<file path="src/design/csr_defs.svh">
// machine CSR addresses, interrupt cause codes and live bit masks
`ifndef CSR_DEFS_SVH
`define CSR_DEFS_SVH

// trap setup and handling
`define CSR_MSTATUS     12'h300
`define CSR_MIE         12'h304
`define CSR_MTVEC       12'h305
`define CSR_MSCRATCH    12'h340
`define CSR_MEPC        12'h341
`define CSR_MCAUSE      12'h342
`define CSR_MTVAL       12'h343
`define CSR_MIP         12'h344

// machine counters, low and high halves
`define CSR_MCYCLE      12'hB00
`define CSR_MCYCLEH     12'hB80
`define CSR_MINSTRET    12'hB02
`define CSR_MINSTRETH   12'hB82

// read-only information registers
`define CSR_MHARTID     12'hF14
`define CSR_MCONFIGPTR  12'hF15

// interrupt cause codes, same as the bit positions in mie and mip
`define IRQ_CODE_MSI    4'd3
`define IRQ_CODE_MTI    4'd7
`define IRQ_CODE_MEI    4'd11

// writable bits of mstatus (mpie, mie) and of mie (meie, mtie, msie)
`define MSTATUS_LIVE_MASK 32'h0000_0088
`define MIE_LIVE_MASK     32'h0000_0888

// single hart, no configuration structure
`define HART_ID_VALUE     32'h0000_0000
`define CONFIGPTR_VALUE   32'h0000_0000

`endif

</file>
<file path="src/design/trap_pkg.sv">
// trap_pkg: CSR word structs, exception request, trap commit and redirect types
`default_nettype none

package trap_pkg;

  // machine status word, only mpie and mie are implemented
  typedef struct packed {
    logic [23:0] rsvd_hi;
    logic        mpie;
    logic [2:0]  rsvd_mid;
    logic        mie;
    logic [2:0]  rsvd_lo;
  } mstatus_t;

  // interrupt enable word
  typedef struct packed {
    logic [19:0] rsvd_hi;
    logic        meie;
    logic [2:0]  rsvd_b;
    logic        mtie;
    logic [2:0]  rsvd_a;
    logic        msie;
    logic [2:0]  rsvd_lo;
  } mie_t;

  // interrupt pending word, same layout as mie
  typedef struct packed {
    logic [19:0] rsvd_hi;
    logic        meie;
    logic [2:0]  rsvd_b;
    logic        mtie;
    logic [2:0]  rsvd_a;
    logic        msie;
    logic [2:0]  rsvd_lo;
  } mip_t;

  // synchronous exception raised by the pipeline
  typedef struct packed {
    logic [3:0]  cause;
    logic [31:0] pc;
    logic [31:0] tval;
  } exc_req_t;

  // trap update for the CSR file, cause is the mcause code field
  typedef struct packed {
    logic        take;
    logic        intr;
    logic [30:0] cause;
    logic [31:0] epc;
    logic [31:0] tval;
  } trap_commit_t;

  // new fetch target for the core
  typedef struct packed {
    logic [31:0] pc;
    logic        is_mret;
  } redirect_t;

endpackage

`default_nettype wire

</file>
<file path="src/design/handshake_slice.sv">
// handshake_slice: one-entry registered valid/ready slice for any payload type
`timescale 1ns/1ps
`default_nettype none

module handshake_slice #(
  parameter type payload_t = logic [31:0]
) (
  input  logic     clk,
  input  logic     rst_sync,

  input  logic     in_valid,
  output logic     in_ready,
  input  payload_t in_data,

  output logic     out_valid,
  input  logic     out_ready,
  output payload_t out_data
);

  logic     full_q;
  payload_t data_q;
  logic     load;

  // accept when empty, or when the held entry leaves this cycle
  assign in_ready = !full_q || out_ready;
  assign load     = in_valid && in_ready;

  always_ff @(posedge clk) begin
    if (rst_sync) begin
      full_q <= 1'b0;
    end else if (load) begin
      full_q <= 1'b1;
    end else if (out_ready) begin
      full_q <= 1'b0;
    end
  end

  // payload register
  always_ff @(posedge clk) begin
    if (load) begin
      data_q <= in_data;
    end
  end

  assign out_valid = full_q;
  assign out_data  = data_q;

  // a stalled entry keeps its payload and stays valid
  out_hold_a : assert property (
    @(posedge clk) disable iff (rst_sync)
    out_valid && !out_ready |=> out_valid && $stable(out_data)
  ) else $error("handshake_slice: output changed while stalled");

endmodule

`default_nettype wire

</file>
<file path="src/design/csr_file.sv">
// csr_file: machine CSR storage, 64-bit counters, software port and trap updates
`timescale 1ns/1ps
`default_nettype none
`include "csr_defs.svh"

module csr_file (
  input  logic                   clk,
  input  logic                   rst_sync,
  input  logic                   instruction_retire,

  input  logic                   csr_r_en,
  input  logic                   csr_w_en,
  input  logic [11:0]            csr_addr,
  input  logic [31:0]            csr_wdata,
  output logic [31:0]            csr_rdata,

  input  trap_pkg::trap_commit_t commit,
  input  logic                   mret_take,

  output trap_pkg::mstatus_t     mstatus,
  output trap_pkg::mie_t         mie,
  output trap_pkg::mip_t         mip,
  output logic [31:0]            mtvec,
  output logic [31:0]            mepc,

  input  logic                   mext_int,
  input  logic                   msw_int,
  input  logic                   mtimer_int
);

  logic [31:0] mscratch;
  logic [31:0] mcause;
  logic [31:0] mtval;
  logic [31:0] mcycle;
  logic [31:0] mcycleh;
  logic [31:0] minstret;
  logic [31:0] minstreth;
  logic [32:0] mcycle_inc;
  logic [32:0] minstret_inc;

  // pending bits follow the interrupt lines directly
  always_comb begin
    mip      = '0;
    mip.meie = mext_int;
    mip.mtie = mtimer_int;
    mip.msie = msw_int;
  end

  // carry out of the low half feeds the high half
  assign mcycle_inc   = {1'b0, mcycle} + 33'd1;
  assign minstret_inc = {1'b0, minstret} + {32'd0, instruction_retire};

  always_ff @(posedge clk) begin
    if (rst_sync) begin
      mcycle    <= '0;
      mcycleh   <= '0;
      minstret  <= '0;
      minstreth <= '0;
    end else begin
      mcycle    <= (csr_w_en && csr_addr == `CSR_MCYCLE) ? csr_wdata : mcycle_inc[31:0];
      mcycleh   <= (csr_w_en && csr_addr == `CSR_MCYCLEH) ? csr_wdata
                                                          : mcycleh + mcycle_inc[32];
      minstret  <= (csr_w_en && csr_addr == `CSR_MINSTRET) ? csr_wdata
                                                           : minstret_inc[31:0];
      minstreth <= (csr_w_en && csr_addr == `CSR_MINSTRETH) ? csr_wdata
                                                            : minstreth + minstret_inc[32];
    end
  end

  // software writes first, then trap entry, then return
  always_ff @(posedge clk) begin
    if (rst_sync) begin
      mstatus  <= '0;
      mie      <= '0;
      mtvec    <= '0;
      mscratch <= '0;
      mepc     <= '0;
      mcause   <= '0;
      mtval    <= '0;
    end else if (csr_w_en) begin
      case (csr_addr)
        `CSR_MSTATUS:  mstatus  <= csr_wdata & `MSTATUS_LIVE_MASK;
        `CSR_MIE:      mie      <= csr_wdata & `MIE_LIVE_MASK;
        `CSR_MTVEC:    mtvec    <= csr_wdata;
        `CSR_MSCRATCH: mscratch <= csr_wdata;
        `CSR_MEPC:     mepc     <= csr_wdata;
        default: ;
      endcase
    end else if (commit.take) begin
      mepc         <= commit.epc;
      mtval        <= commit.tval;
      mcause       <= {commit.intr, commit.cause};
      mstatus.mpie <= mstatus.mie;
      mstatus.mie  <= 1'b0;
    end else if (mret_take) begin
      mstatus.mie  <= mstatus.mpie;
      mstatus.mpie <= 1'b1;
    end
  end

  // combinational read, anything unmapped returns zero
  always_comb begin
    csr_rdata = '0;
    if (csr_r_en) begin
      case (csr_addr)
        `CSR_MSTATUS:    csr_rdata = mstatus;
        `CSR_MIE:        csr_rdata = mie;
        `CSR_MTVEC:      csr_rdata = mtvec;
        `CSR_MSCRATCH:   csr_rdata = mscratch;
        `CSR_MEPC:       csr_rdata = mepc;
        `CSR_MCAUSE:     csr_rdata = mcause;
        `CSR_MTVAL:      csr_rdata = mtval;
        `CSR_MIP:        csr_rdata = mip;
        `CSR_MCYCLE:     csr_rdata = mcycle;
        `CSR_MCYCLEH:    csr_rdata = mcycleh;
        `CSR_MINSTRET:   csr_rdata = minstret;
        `CSR_MINSTRETH:  csr_rdata = minstreth;
        `CSR_MHARTID:    csr_rdata = `HART_ID_VALUE;
        `CSR_MCONFIGPTR: csr_rdata = `CONFIGPTR_VALUE;
        default:         csr_rdata = '0;
      endcase
    end
  end

  // the pipeline keeps CSR writes away from trap entry and return
  no_write_on_trap_a : assert property (
    @(posedge clk) disable iff (rst_sync)
    csr_w_en |-> !(commit.take || mret_take)
  ) else $error("csr_file: CSR write collides with a trap commit or mret");

endmodule

`default_nettype wire

</file>
<file path="src/design/irq_prioritizer.sv">
// irq_prioritizer: registered pick of the highest-priority enabled machine interrupt
`timescale 1ns/1ps
`default_nettype none
`include "csr_defs.svh"

module irq_prioritizer (
  input  logic               clk,
  input  logic               rst_sync,
  input  trap_pkg::mstatus_t mstatus,
  input  trap_pkg::mie_t     mie,
  input  trap_pkg::mip_t     mip,
  output logic               irq_pending,
  output logic [3:0]         irq_code
);

  logic mei_hit;
  logic msi_hit;
  logic mti_hit;

  // line high, locally enabled, and global enable set
  assign mei_hit = mstatus.mie && mie.meie && mip.meie;
  assign msi_hit = mstatus.mie && mie.msie && mip.msie;
  assign mti_hit = mstatus.mie && mie.mtie && mip.mtie;

  // external beats software beats timer
  always_ff @(posedge clk) begin
    if (rst_sync) begin
      irq_pending <= 1'b0;
      irq_code    <= '0;
    end else begin
      irq_pending <= mei_hit || msi_hit || mti_hit;
      if (mei_hit) begin
        irq_code <= `IRQ_CODE_MEI;
      end else if (msi_hit) begin
        irq_code <= `IRQ_CODE_MSI;
      end else begin
        irq_code <= `IRQ_CODE_MTI;
      end
    end
  end

  legal_code_a : assert property (
    @(posedge clk) disable iff (rst_sync)
    irq_pending |-> irq_code inside {`IRQ_CODE_MEI, `IRQ_CODE_MSI, `IRQ_CODE_MTI}
  ) else $error("irq_prioritizer: pending with illegal code %0d", irq_code);

endmodule

`default_nettype wire

</file>
<file path="src/design/trap_sequencer.sv">
// trap_sequencer: exception/mret/interrupt arbitration, trap commit and redirect
`timescale 1ns/1ps
`default_nettype none

module trap_sequencer (
  input  logic                   clk,
  input  logic                   rst_sync,

  input  logic                   exc_valid,
  output logic                   exc_ready,
  input  trap_pkg::exc_req_t     exc_req,

  input  logic                   irq_pending,
  input  logic [3:0]             irq_code,
  input  logic                   mret,

  input  logic [31:0]            mtvec,
  input  logic [31:0]            mepc,

  output trap_pkg::trap_commit_t commit,
  output logic                   mret_take,

  output logic                   redir_valid,
  input  logic                   redir_ready,
  output trap_pkg::redirect_t    redir
);

  logic mret_pend_q;
  logic irq_hold_q;
  logic mret_req;
  logic take_exc;
  logic take_mret;
  logic take_irq;

  // an mret strobe that loses arbitration waits here
  assign mret_req = mret || mret_pend_q;

  // one decision per cycle, only when the redirect slice has room
  assign take_exc  = exc_valid && redir_ready;
  assign take_mret = mret_req && !exc_valid && redir_ready;
  assign take_irq  = irq_pending && !irq_hold_q && !exc_valid && !mret_req && redir_ready;

  assign exc_ready   = redir_ready;
  assign mret_take   = take_mret;
  assign redir_valid = take_exc || take_mret || take_irq;

  always_comb begin
    commit      = '0;
    commit.take = take_exc || take_irq;
    commit.intr = take_irq;
    if (take_exc) begin
      commit.cause = {27'd0, exc_req.cause};
      commit.epc   = exc_req.pc;
      commit.tval  = exc_req.tval;
    end else if (take_irq) begin
      // no pc on this interface for interrupts, mepc keeps its value
      commit.cause = {27'd0, irq_code};
      commit.epc   = mepc;
    end
  end

  always_comb begin
    redir.pc      = take_mret ? mepc : mtvec;
    redir.is_mret = take_mret;
  end

  // irq_pending lags mstatus by a cycle, so mask it right after a decision
  always_ff @(posedge clk) begin
    if (rst_sync) begin
      mret_pend_q <= 1'b0;
      irq_hold_q  <= 1'b0;
    end else begin
      mret_pend_q <= mret_req && !take_mret;
      irq_hold_q  <= redir_valid;
    end
  end

  one_event_a : assert property (
    @(posedge clk) disable iff (rst_sync)
    !(commit.take && mret_take)
  ) else $error("trap_sequencer: trap commit and mret in the same cycle");

endmodule

`default_nettype wire

</file>
<file path="src/design/machine_trap_unit.sv">
// machine_trap_unit: top level wiring of slices, prioritizer, sequencer and CSR file
`timescale 1ns/1ps
`default_nettype none

module machine_trap_unit (
  input  logic                clk,
  input  logic                rst_sync,

  input  logic                csr_r_en,
  input  logic                csr_w_en,
  input  logic [11:0]         csr_addr,
  input  logic [31:0]         csr_wdata,
  output logic [31:0]         csr_rdata,

  input  logic                instruction_retire,
  input  logic                mext_int,
  input  logic                msw_int,
  input  logic                mtimer_int,
  input  logic                mret,

  input  logic                exc_valid,
  output logic                exc_ready,
  input  trap_pkg::exc_req_t  exc_req,

  output logic                redir_valid,
  input  logic                redir_ready,
  output trap_pkg::redirect_t redir
);

  logic                   exc_q_valid;
  logic                   exc_q_ready;
  trap_pkg::exc_req_t     exc_q;
  logic                   seq_redir_valid;
  logic                   seq_redir_ready;
  trap_pkg::redirect_t    seq_redir;
  logic                   irq_pending;
  logic [3:0]             irq_code;
  trap_pkg::mstatus_t     mstatus;
  trap_pkg::mie_t         mie;
  trap_pkg::mip_t         mip;
  logic [31:0]            mtvec;
  logic [31:0]            mepc;
  trap_pkg::trap_commit_t commit;
  logic                   mret_take;

  handshake_slice #(.payload_t(trap_pkg::exc_req_t)) exc_slice_inst (
    .clk(clk), .rst_sync(rst_sync),
    .in_valid(exc_valid), .in_ready(exc_ready), .in_data(exc_req),
    .out_valid(exc_q_valid), .out_ready(exc_q_ready), .out_data(exc_q)
  );

  irq_prioritizer irq_prioritizer_inst (
    .clk(clk), .rst_sync(rst_sync), .mstatus(mstatus), .mie(mie), .mip(mip),
    .irq_pending(irq_pending), .irq_code(irq_code)
  );

  trap_sequencer trap_sequencer_inst (
    .clk(clk), .rst_sync(rst_sync),
    .exc_valid(exc_q_valid), .exc_ready(exc_q_ready), .exc_req(exc_q),
    .irq_pending(irq_pending), .irq_code(irq_code), .mret(mret),
    .mtvec(mtvec), .mepc(mepc), .commit(commit), .mret_take(mret_take),
    .redir_valid(seq_redir_valid), .redir_ready(seq_redir_ready), .redir(seq_redir)
  );

  handshake_slice #(.payload_t(trap_pkg::redirect_t)) redir_slice_inst (
    .clk(clk), .rst_sync(rst_sync),
    .in_valid(seq_redir_valid), .in_ready(seq_redir_ready), .in_data(seq_redir),
    .out_valid(redir_valid), .out_ready(redir_ready), .out_data(redir)
  );

  csr_file csr_file_inst (
    .clk(clk), .rst_sync(rst_sync), .instruction_retire(instruction_retire),
    .csr_r_en(csr_r_en), .csr_w_en(csr_w_en), .csr_addr(csr_addr),
    .csr_wdata(csr_wdata), .csr_rdata(csr_rdata),
    .commit(commit), .mret_take(mret_take),
    .mstatus(mstatus), .mie(mie), .mip(mip), .mtvec(mtvec), .mepc(mepc),
    .mext_int(mext_int), .msw_int(msw_int), .mtimer_int(mtimer_int)
  );

endmodule

`default_nettype wire

</file>
<file path="config.mk">
export PLATFORM = sky130hd
export DESIGN_NAME = machine_trap_unit
export DESIGN_NICKNAME = d
export VERILOG_FILES = /design/src/design/trap_pkg.sv /design/src/design/handshake_slice.sv /design/src/design/csr_file.sv /design/src/design/irq_prioritizer.sv /design/src/design/trap_sequencer.sv /design/src/design/machine_trap_unit.sv
export VERILOG_INCLUDE_DIRS = /design/src /design/src/design
export SDC_FILE = /design/constraint.sdc
export NUM_CORES = 1
export LEC_CHECK = 0
export BUFFER_PORTS_ARGS = -buffer_cell sky130_fd_sc_hd__buf_4
export CAP_MARGIN = 0
export CORE_MARGIN = 2
export CORE_UTILIZATION = 40
export DETAILED_ROUTE_END_ITERATION = 16
export PLACE_DENSITY_LB_ADDON = 0.1
export SLEW_MARGIN = 10
export SYNTH_ARGS = -nofsm -noshare
export SYNTH_HDL_FRONTEND = slang
export SYNTH_SLANG_ARGS = --single-unit
</file>
<file path="constraint.sdc">
create_clock -name clk -period 3.85 [get_ports clk]
set_input_delay 0.5775 -clock clk [delete_from_list [all_inputs] [get_ports clk]]
set_output_delay 0.5775 -clock clk [all_outputs]
set_load 0.01 [all_outputs]
</file>
==> results of run 1 <==
==> routing by layer <==
| layer | vias up | global-route usage, % |
|---|---|---|
| met2 | 528 | 40.5 |
| met4 | 2 | 8.72 |
| li1 | 6880 | - |
| met5 | - | 0 |
| met3 | 108 | 4.43 |
| met1 | 7052 | 34.3 |
==> cells by family (layout without fill, tap and decap cells) <==
family,after synthesis,in the layout,share of synthesized area [%]
muxes,107,107,8.64
xor gates and xnor gates,121,121,6.01
adders and majority gates,7,7,0.497
buffers and inverters,156,322,3.90
AOI/OAI and AO/OA,394,394,15.3
and+or+nand+nor,648,648,17.3
DFF,375,375,48.3
==> through the flow <==
stage               instances  utilization, %  instance area (sq um)
finish                   2559            48.4                  20900
global placement         2483            45.3                  19600
detailed placement       2483            45.3                  19600
CTS                      2559            48.3                  20900
global route             2559            48.4                  20900
floorplan                1808               -                  17600
==> cell usage in the layout (no fill, tap or decap), drive strengths merged, types with 18 or more instances in the layout <==
master and count:
buf 229, dfxtp 274, nor2 222, xor2 74, nor3 22, nor4 20
a211oi 125, and3 32, clkbuf 70, nand2 215, mux2 38, a21oi 134
nand4 42, a22oi 81, edfxtp 101, nand3 45, mux4 32, mux2i 37
a221oi 19, xnor2 47, inv 18
==> report_power, final <==
part           internal [mW]  total, mW  switching, mW
registers               4.17       4.23         0.0567
logic                  0.215      0.546          0.331
clock network           2.26       3.93           1.66
==> area by class of cell <==
type,instances,area [sq um],share of cell area [%]
clock inverters,7,52.6,0.251
flip-flops and latches,375,8520,40.7
repair buffers,230,1810,8.64
multi-input cells,1277,8490,40.6
well taps,585,732,3.50
inverters,16,60.1,0.287
clock buffers,69,1270,6.09
==> registers in the layout (all words and copies together), names as in the netlist <==
register	cells
csr_file_inst.mcause	5
trap_sequencer_inst.irq_hold_q	1
redir_slice_inst.out_valid	1
csr_file_inst.mtvec	32
csr_file_inst.mepc	32
trap_sequencer_inst.mret_pend_q	1
redir_slice_inst.out_data	33
irq_prioritizer_inst.irq_pending	1
csr_file_inst.minstreth	32
csr_file_inst.minstret	32
exc_slice_inst.out_valid	1
irq_prioritizer_inst.irq_code	3
exc_slice_inst.out_data	68
csr_file_inst.mstatus	2
csr_file_inst.mcycleh	32
csr_file_inst.mie	3
csr_file_inst.mtval	32
csr_file_inst.mscratch	32
csr_file_inst.mcycle	32
==> worst min-delay path by stage <==
stage | start | to | slack [ns] | cells after the start
final | exc_req[57] | exc_slice_inst.out_data[57] | 0.17 | 1
after global routing | exc_req[58] | exc_slice_inst.out_data[58] | 0.14 | 1
after CTS | exc_req[57] | exc_slice_inst.out_data[57] | 0.14 | 1
after detailed placement | csr_file_inst.mscratch[11] | csr_file_inst.mscratch[11] | 0.44 | 2
after global placement | csr_file_inst.mscratch[17] | csr_file_inst.mscratch[17] | 0.44 | 2
after floorplan | csr_file_inst.mscratch[31] | csr_file_inst.mscratch[31] | 0.43 | 2
==> impl_metrics.py, run 1 <==
metrics = {
    "drt": {
        "dr.first_iter.drc_count": 1324,
        "wl_met3_um": 3660,
        "vias_per_cell": 5.69,
        "wl_met1_um": 25600,
        "wl_per_cell_um": 23.0,
        "vias": 14600,
        "wl_met2_um": 27800,
        "drt_wl_total_um": 58900,
        "antenna_left": 0,
        "maxUsedRoutingLayer": "met5",
        "drc": 0,
        "first_pass_iters": 5,
    },
    "critical_path": {
        "cpMostUsedCell": "ha_1",
        "crit_path_max_incr_delay_ns": 0.58,
        "setup.worst_path.start": "csr_file_inst.minstret[0]",
        "worstPathCellList": "ha_1 > ha_1 > nand2_1 > or4_1 > or3_1 > nor4_4 > ha_1 > nand4_1 > nor4_4 > buf_12 > nand4_1 > xor2_1 > a211oi_1",
        "ff2ff_setup_slack_ns": 0.33,
        "worst_r2r_endpoint": "csr_file_inst.minstreth[26]",
        "start_kind": "flop",
        "cp-end-kind": "flop",
        "crit_end": "csr_file_inst.minstreth[26]",
        "criticalPathCategory": "reg2reg",
        "crit_slowest_cell": "or4_1",
        "rr_startpoint": "csr_file_inst.minstret[0]",
        "crit_family": "simple AND/OR/NAND/NOR gates",
        "critical_path_depth": 13,
        "worst-path-buf-inv": 1,
        "path_max_fanout": 14,
        "worstPathRequired_ns": 4.33,
        "worstPathArrival_ns": 4.00,
        "rr_worst_depth": 13,
    },
    "power": {
        "leakage_nw": 7.29,
        "p_total_mw": 8.70,
        "pwr_density_cell_nw_per_um2": 415,
        "peakVddDrop_mv": 0.288,
    },
    "synthesis": {
        "synth_cell_types": 65,
        "synth_area_per_cell_sq_um": 9.75,
        "postSynth.asyncResetShare_pct": 0,
        "synth_warnings": 0,
        "netlist_top_cells_count": "dfxtp_1 (274), nor2_1 (222), nand2_1 (215)",
        "ys_seq_area_share_pct": 48.3,
        "synth_most_common_cell": "dfxtp_1",
        "yosysTopAreaCell": "dfxtp_1",
        "synth_flop_cell": "dfxtp_1",
        "yosys.area.top_type_share_pct": 31.1,
        "synth_edf_count": 101,
        "synth.area.top_cells": "dfxtp_1 (31%), edfxtp_1 (17%), a211oi_1 (5.2%)",
        "syn_nets": 1938,
        "synth.ff_latch_count": 375,
        "synthCells": 1808,
        "synth_area_sq_um": 17600,
    },
    "sta": {
        "hold_ws_ns": 0.172,
        "worst_pin_slew_ns": 1.18,
        "fmax_ghz": 0.284,
        "max-slew-margin-rel_pct": 21.5,
        "period_minus_slack_ns": 3.52,
        "finalSetupViolCount": 0,
        "skew_ns": 0.0159,
        "hold_violations": 0,
        "period_share_pct": 91.5,
        "setup_tns_ns": 0,
        "setup_ws_ns": 0.327,
        "final_max_slew_viol_count": 0,
    },
    "clock_network": {
        "path_clk_slew_ns": 0.06,
        "post_cts_buffers": 0,
        "cts_tree": "yes",
        "hold_buffers": 0,
        "clkLatencyLatePin_ns": 0.58,
        "cts.sinks": 375,
        "cts_resized": 0,
        "h-tree-depth": 2,
        "cts_max_path_buffers": 3,
        "cts_root_buffer": "clkbuf_16",
        "cts_buffers": 42,
    },
    "floorplan": {
        "dieArea_sq_um": 45800,
        "core-area_sq_um": 43300,
        "die_h_um": 214,
        "std_cell_rows": 76,
        "io_pins": 190,
        "start_util_pct": 40.7,
        "die_w_um": 214,
    },
    "placed_design": {
        "dp_hpwl_um": 40100,
        "io_buffers": 189,
        "place.gp.congestion": 0.911,
        "pre_cts_ws_ns": -0.103,
    },
    "final_layout": {
        "antenna_cells": 0,
        "layout-drive-gt1-share_pct": 19.8,
        "n_fill_cell": 4037,
        "syn2layout_area_growth_pct": 18.8,
        "fin_nets": 2072,
    },
    "grt": {
        "grt_overflow": 0,
        "grt_antenna_before_repair": 1,
        "grt_pass1_wl_um": 88800,
        "grt_max_degree": 99,
        "grt_pass1_vias": 13800,
        "grt.total_usage_pct": 25.2,
    },
    "run": {
        "maxCapViolations": 0,
    },
    "status": {
        "status": "finished clean",
    },
    "worst_hold_path": {
        "hold_path_class": "in2reg",
    },
}
Power figures use the tool's default switching activity.
==> inputs of run 2 (changes only) <==
- CORE_ASPECT_RATIO: unset -> 1.5
==> impl_metrics.py, run 2 (synthesis results as in run 1) <==
metrics = {
    "status": {
        "status": "finished clean",
    },
    "clock_network": {
        "cts_buffers": 40,
        "hold_buffers": 0,
        "clkLatencyLatePin_ns": 0.54,
        "path_clk_slew_ns": 0.06,
        "cts_resized": 0,
        "h-tree-depth": 2,
        "cts_max_path_buffers": 3,
        "post_cts_buffers": 0,
        "cts_tree": "yes",
        "cts.sinks": 375,
        "cts_root_buffer": "clkbuf_16",
    },
    "sta": {
        "hold_violations": 0,
        "worst_pin_slew_ns": 1.13,
        "final_max_slew_viol_count": 0,
        "rsz0062_at_grt": "no",
        "setup_tns_ns": 0,
        "max-slew-margin-rel_pct": 24.5,
        "finalSetupViolCount": 0,
        "period_share_pct": 89.3,
        "fmax_ghz": 0.291,
        "skew_ns": 0.0108,
        "hold_ws_ns": 0.204,
        "period_minus_slack_ns": 3.44,
    },
    "grt": {
        "grt_pass1_vias": 13700,
        "grt_pass1_wl_um": 85400,
        "grt_antenna_before_repair": 0,
        "grt_overflow": 0,
        "grt.total_usage_pct": 24.3,
        "grt_max_degree": 119,
    },
    "floorplan": {
        "die_h_um": 261,
        "core-area_sq_um": 43600,
        "dieArea_sq_um": 45800,
        "die_w_um": 175,
        "io_pins": 190,
        "std_cell_rows": 94,
        "start_util_pct": 40.4,
    },
    "worst_hold_path": {
        "hold_path_class": "in2reg",
    },
    "run": {
        "maxCapViolations": 0,
    },
    "critical_path": {
        "cp-end-kind": "flop",
        "worstPathRequired_ns": 4.31,
        "criticalPathCategory": "reg2reg",
        "worstPathArrival_ns": 3.89,
        "start_kind": "flop",
        "path_max_fanout": 14,
    },
    "final_layout": {
        "largest_reg_flops": 68,
        "fin_nets": 2073,
        "syn2layout_area_growth_pct": 18.1,
        "layout-drive-gt1-share_pct": 19.9,
        "antenna_cells": 0,
        "final_common_cell": "dfxtp_1",
        "final_core_util_pct": 47.7,
        "final_cell_mix": "dfxtp_1 (274), buf_4 (229), nor2_1 (220)",
    },
    "drt": {
        "dr.first_iter.drc_count": 1160,
        "vias_per_cell": 5.66,
        "antenna_left": 0,
        "wl_per_cell_um": 22.3,
        "drc": 0,
        "first_pass_iters": 5,
        "drt_wl_total_um": 56800,
        "vias": 14400,
    },
    "placed_design": {
        "io_buffers": 189,
        "dp_hpwl_um": 39900,
        "place.gp.congestion": 0.884,
    },
    "power": {
        "pwr_density_cell_nw_per_um2": 411,
        "peakVddDrop_mv": 0.234,
        "leakage_nw": 7.26,
    },
}
-- run 2: path summary, 6_finish.rpt --
check,start,endpoint,slack (ns),cells after the start
worst min register to register,csr_file_inst.mscratch[7],csr_file_inst.mscratch[7],0.45,2
worst max register to register,csr_file_inst.minstret[0],csr_file_inst.minstreth[23],0.41,13
worst max-delay path,csr_file_inst.minstret[0],csr_file_inst.minstreth[23],0.41,13
worst min-delay path,exc_req[37],exc_slice_inst.out_data[37],0.20,1
-- run 2: metrics by stage --
| step | worst slack (ns) | cell area [sq um] | instances | total power, mW |
|---|---|---|---|---|
| finish | 0.411 | 20800 | 2549 | 8.56 |
| global placement | 0.200 | 19600 | 2477 | 4.85 |
| CTS | 0.415 | 20800 | 2549 | 8.64 |
| global route | 0.109 | 20800 | 2549 | 8.83 |
| floorplan | 0.0156 | 17600 | 1808 | 4.54 |
| detailed placement | 0.129 | 19600 | 2477 | 4.85 |
-- run 2: final cells by class --
class	instances	area, sq um
clock buffer	55	1120
clock inverter	17	136
fill	4135	22800
inverter	16	60.1
multi-input combinational	1277	8470
sequential	375	8520
tap	576	721
timing repair buffer	233	1790
-- run 2: metal layers --
layer	wire [um]	GRT usage (%)	vias to the layer above
met5	0	0	-
met4	2050	9.12	0
met3	3040	3.01	102
met2	27600	40.5	468
met1	24200	32.3	6979
li1	-	-	6880
-- run 2: power breakdown --
group	internal [mW]	switching, mW
sequential	4.17	0.0570
combinational	0.214	0.327
clock	2.17	1.62
-- run 2: worst max-delay path, stage by stage, from the launching register on --
cell and delay (ns):
dfxtp_1 0.37, ha_1 0.20, ha_1 0.17, nand2_1 0.07, or4_1 0.55, or3_1 0.37, nor4_1 0.27, ha_1 0.26
nand4_1 0.18, nor4_4 0.24, buf_12 0.18, nand4_1 0.11, xor2_1 0.16, a211oi_1 0.22
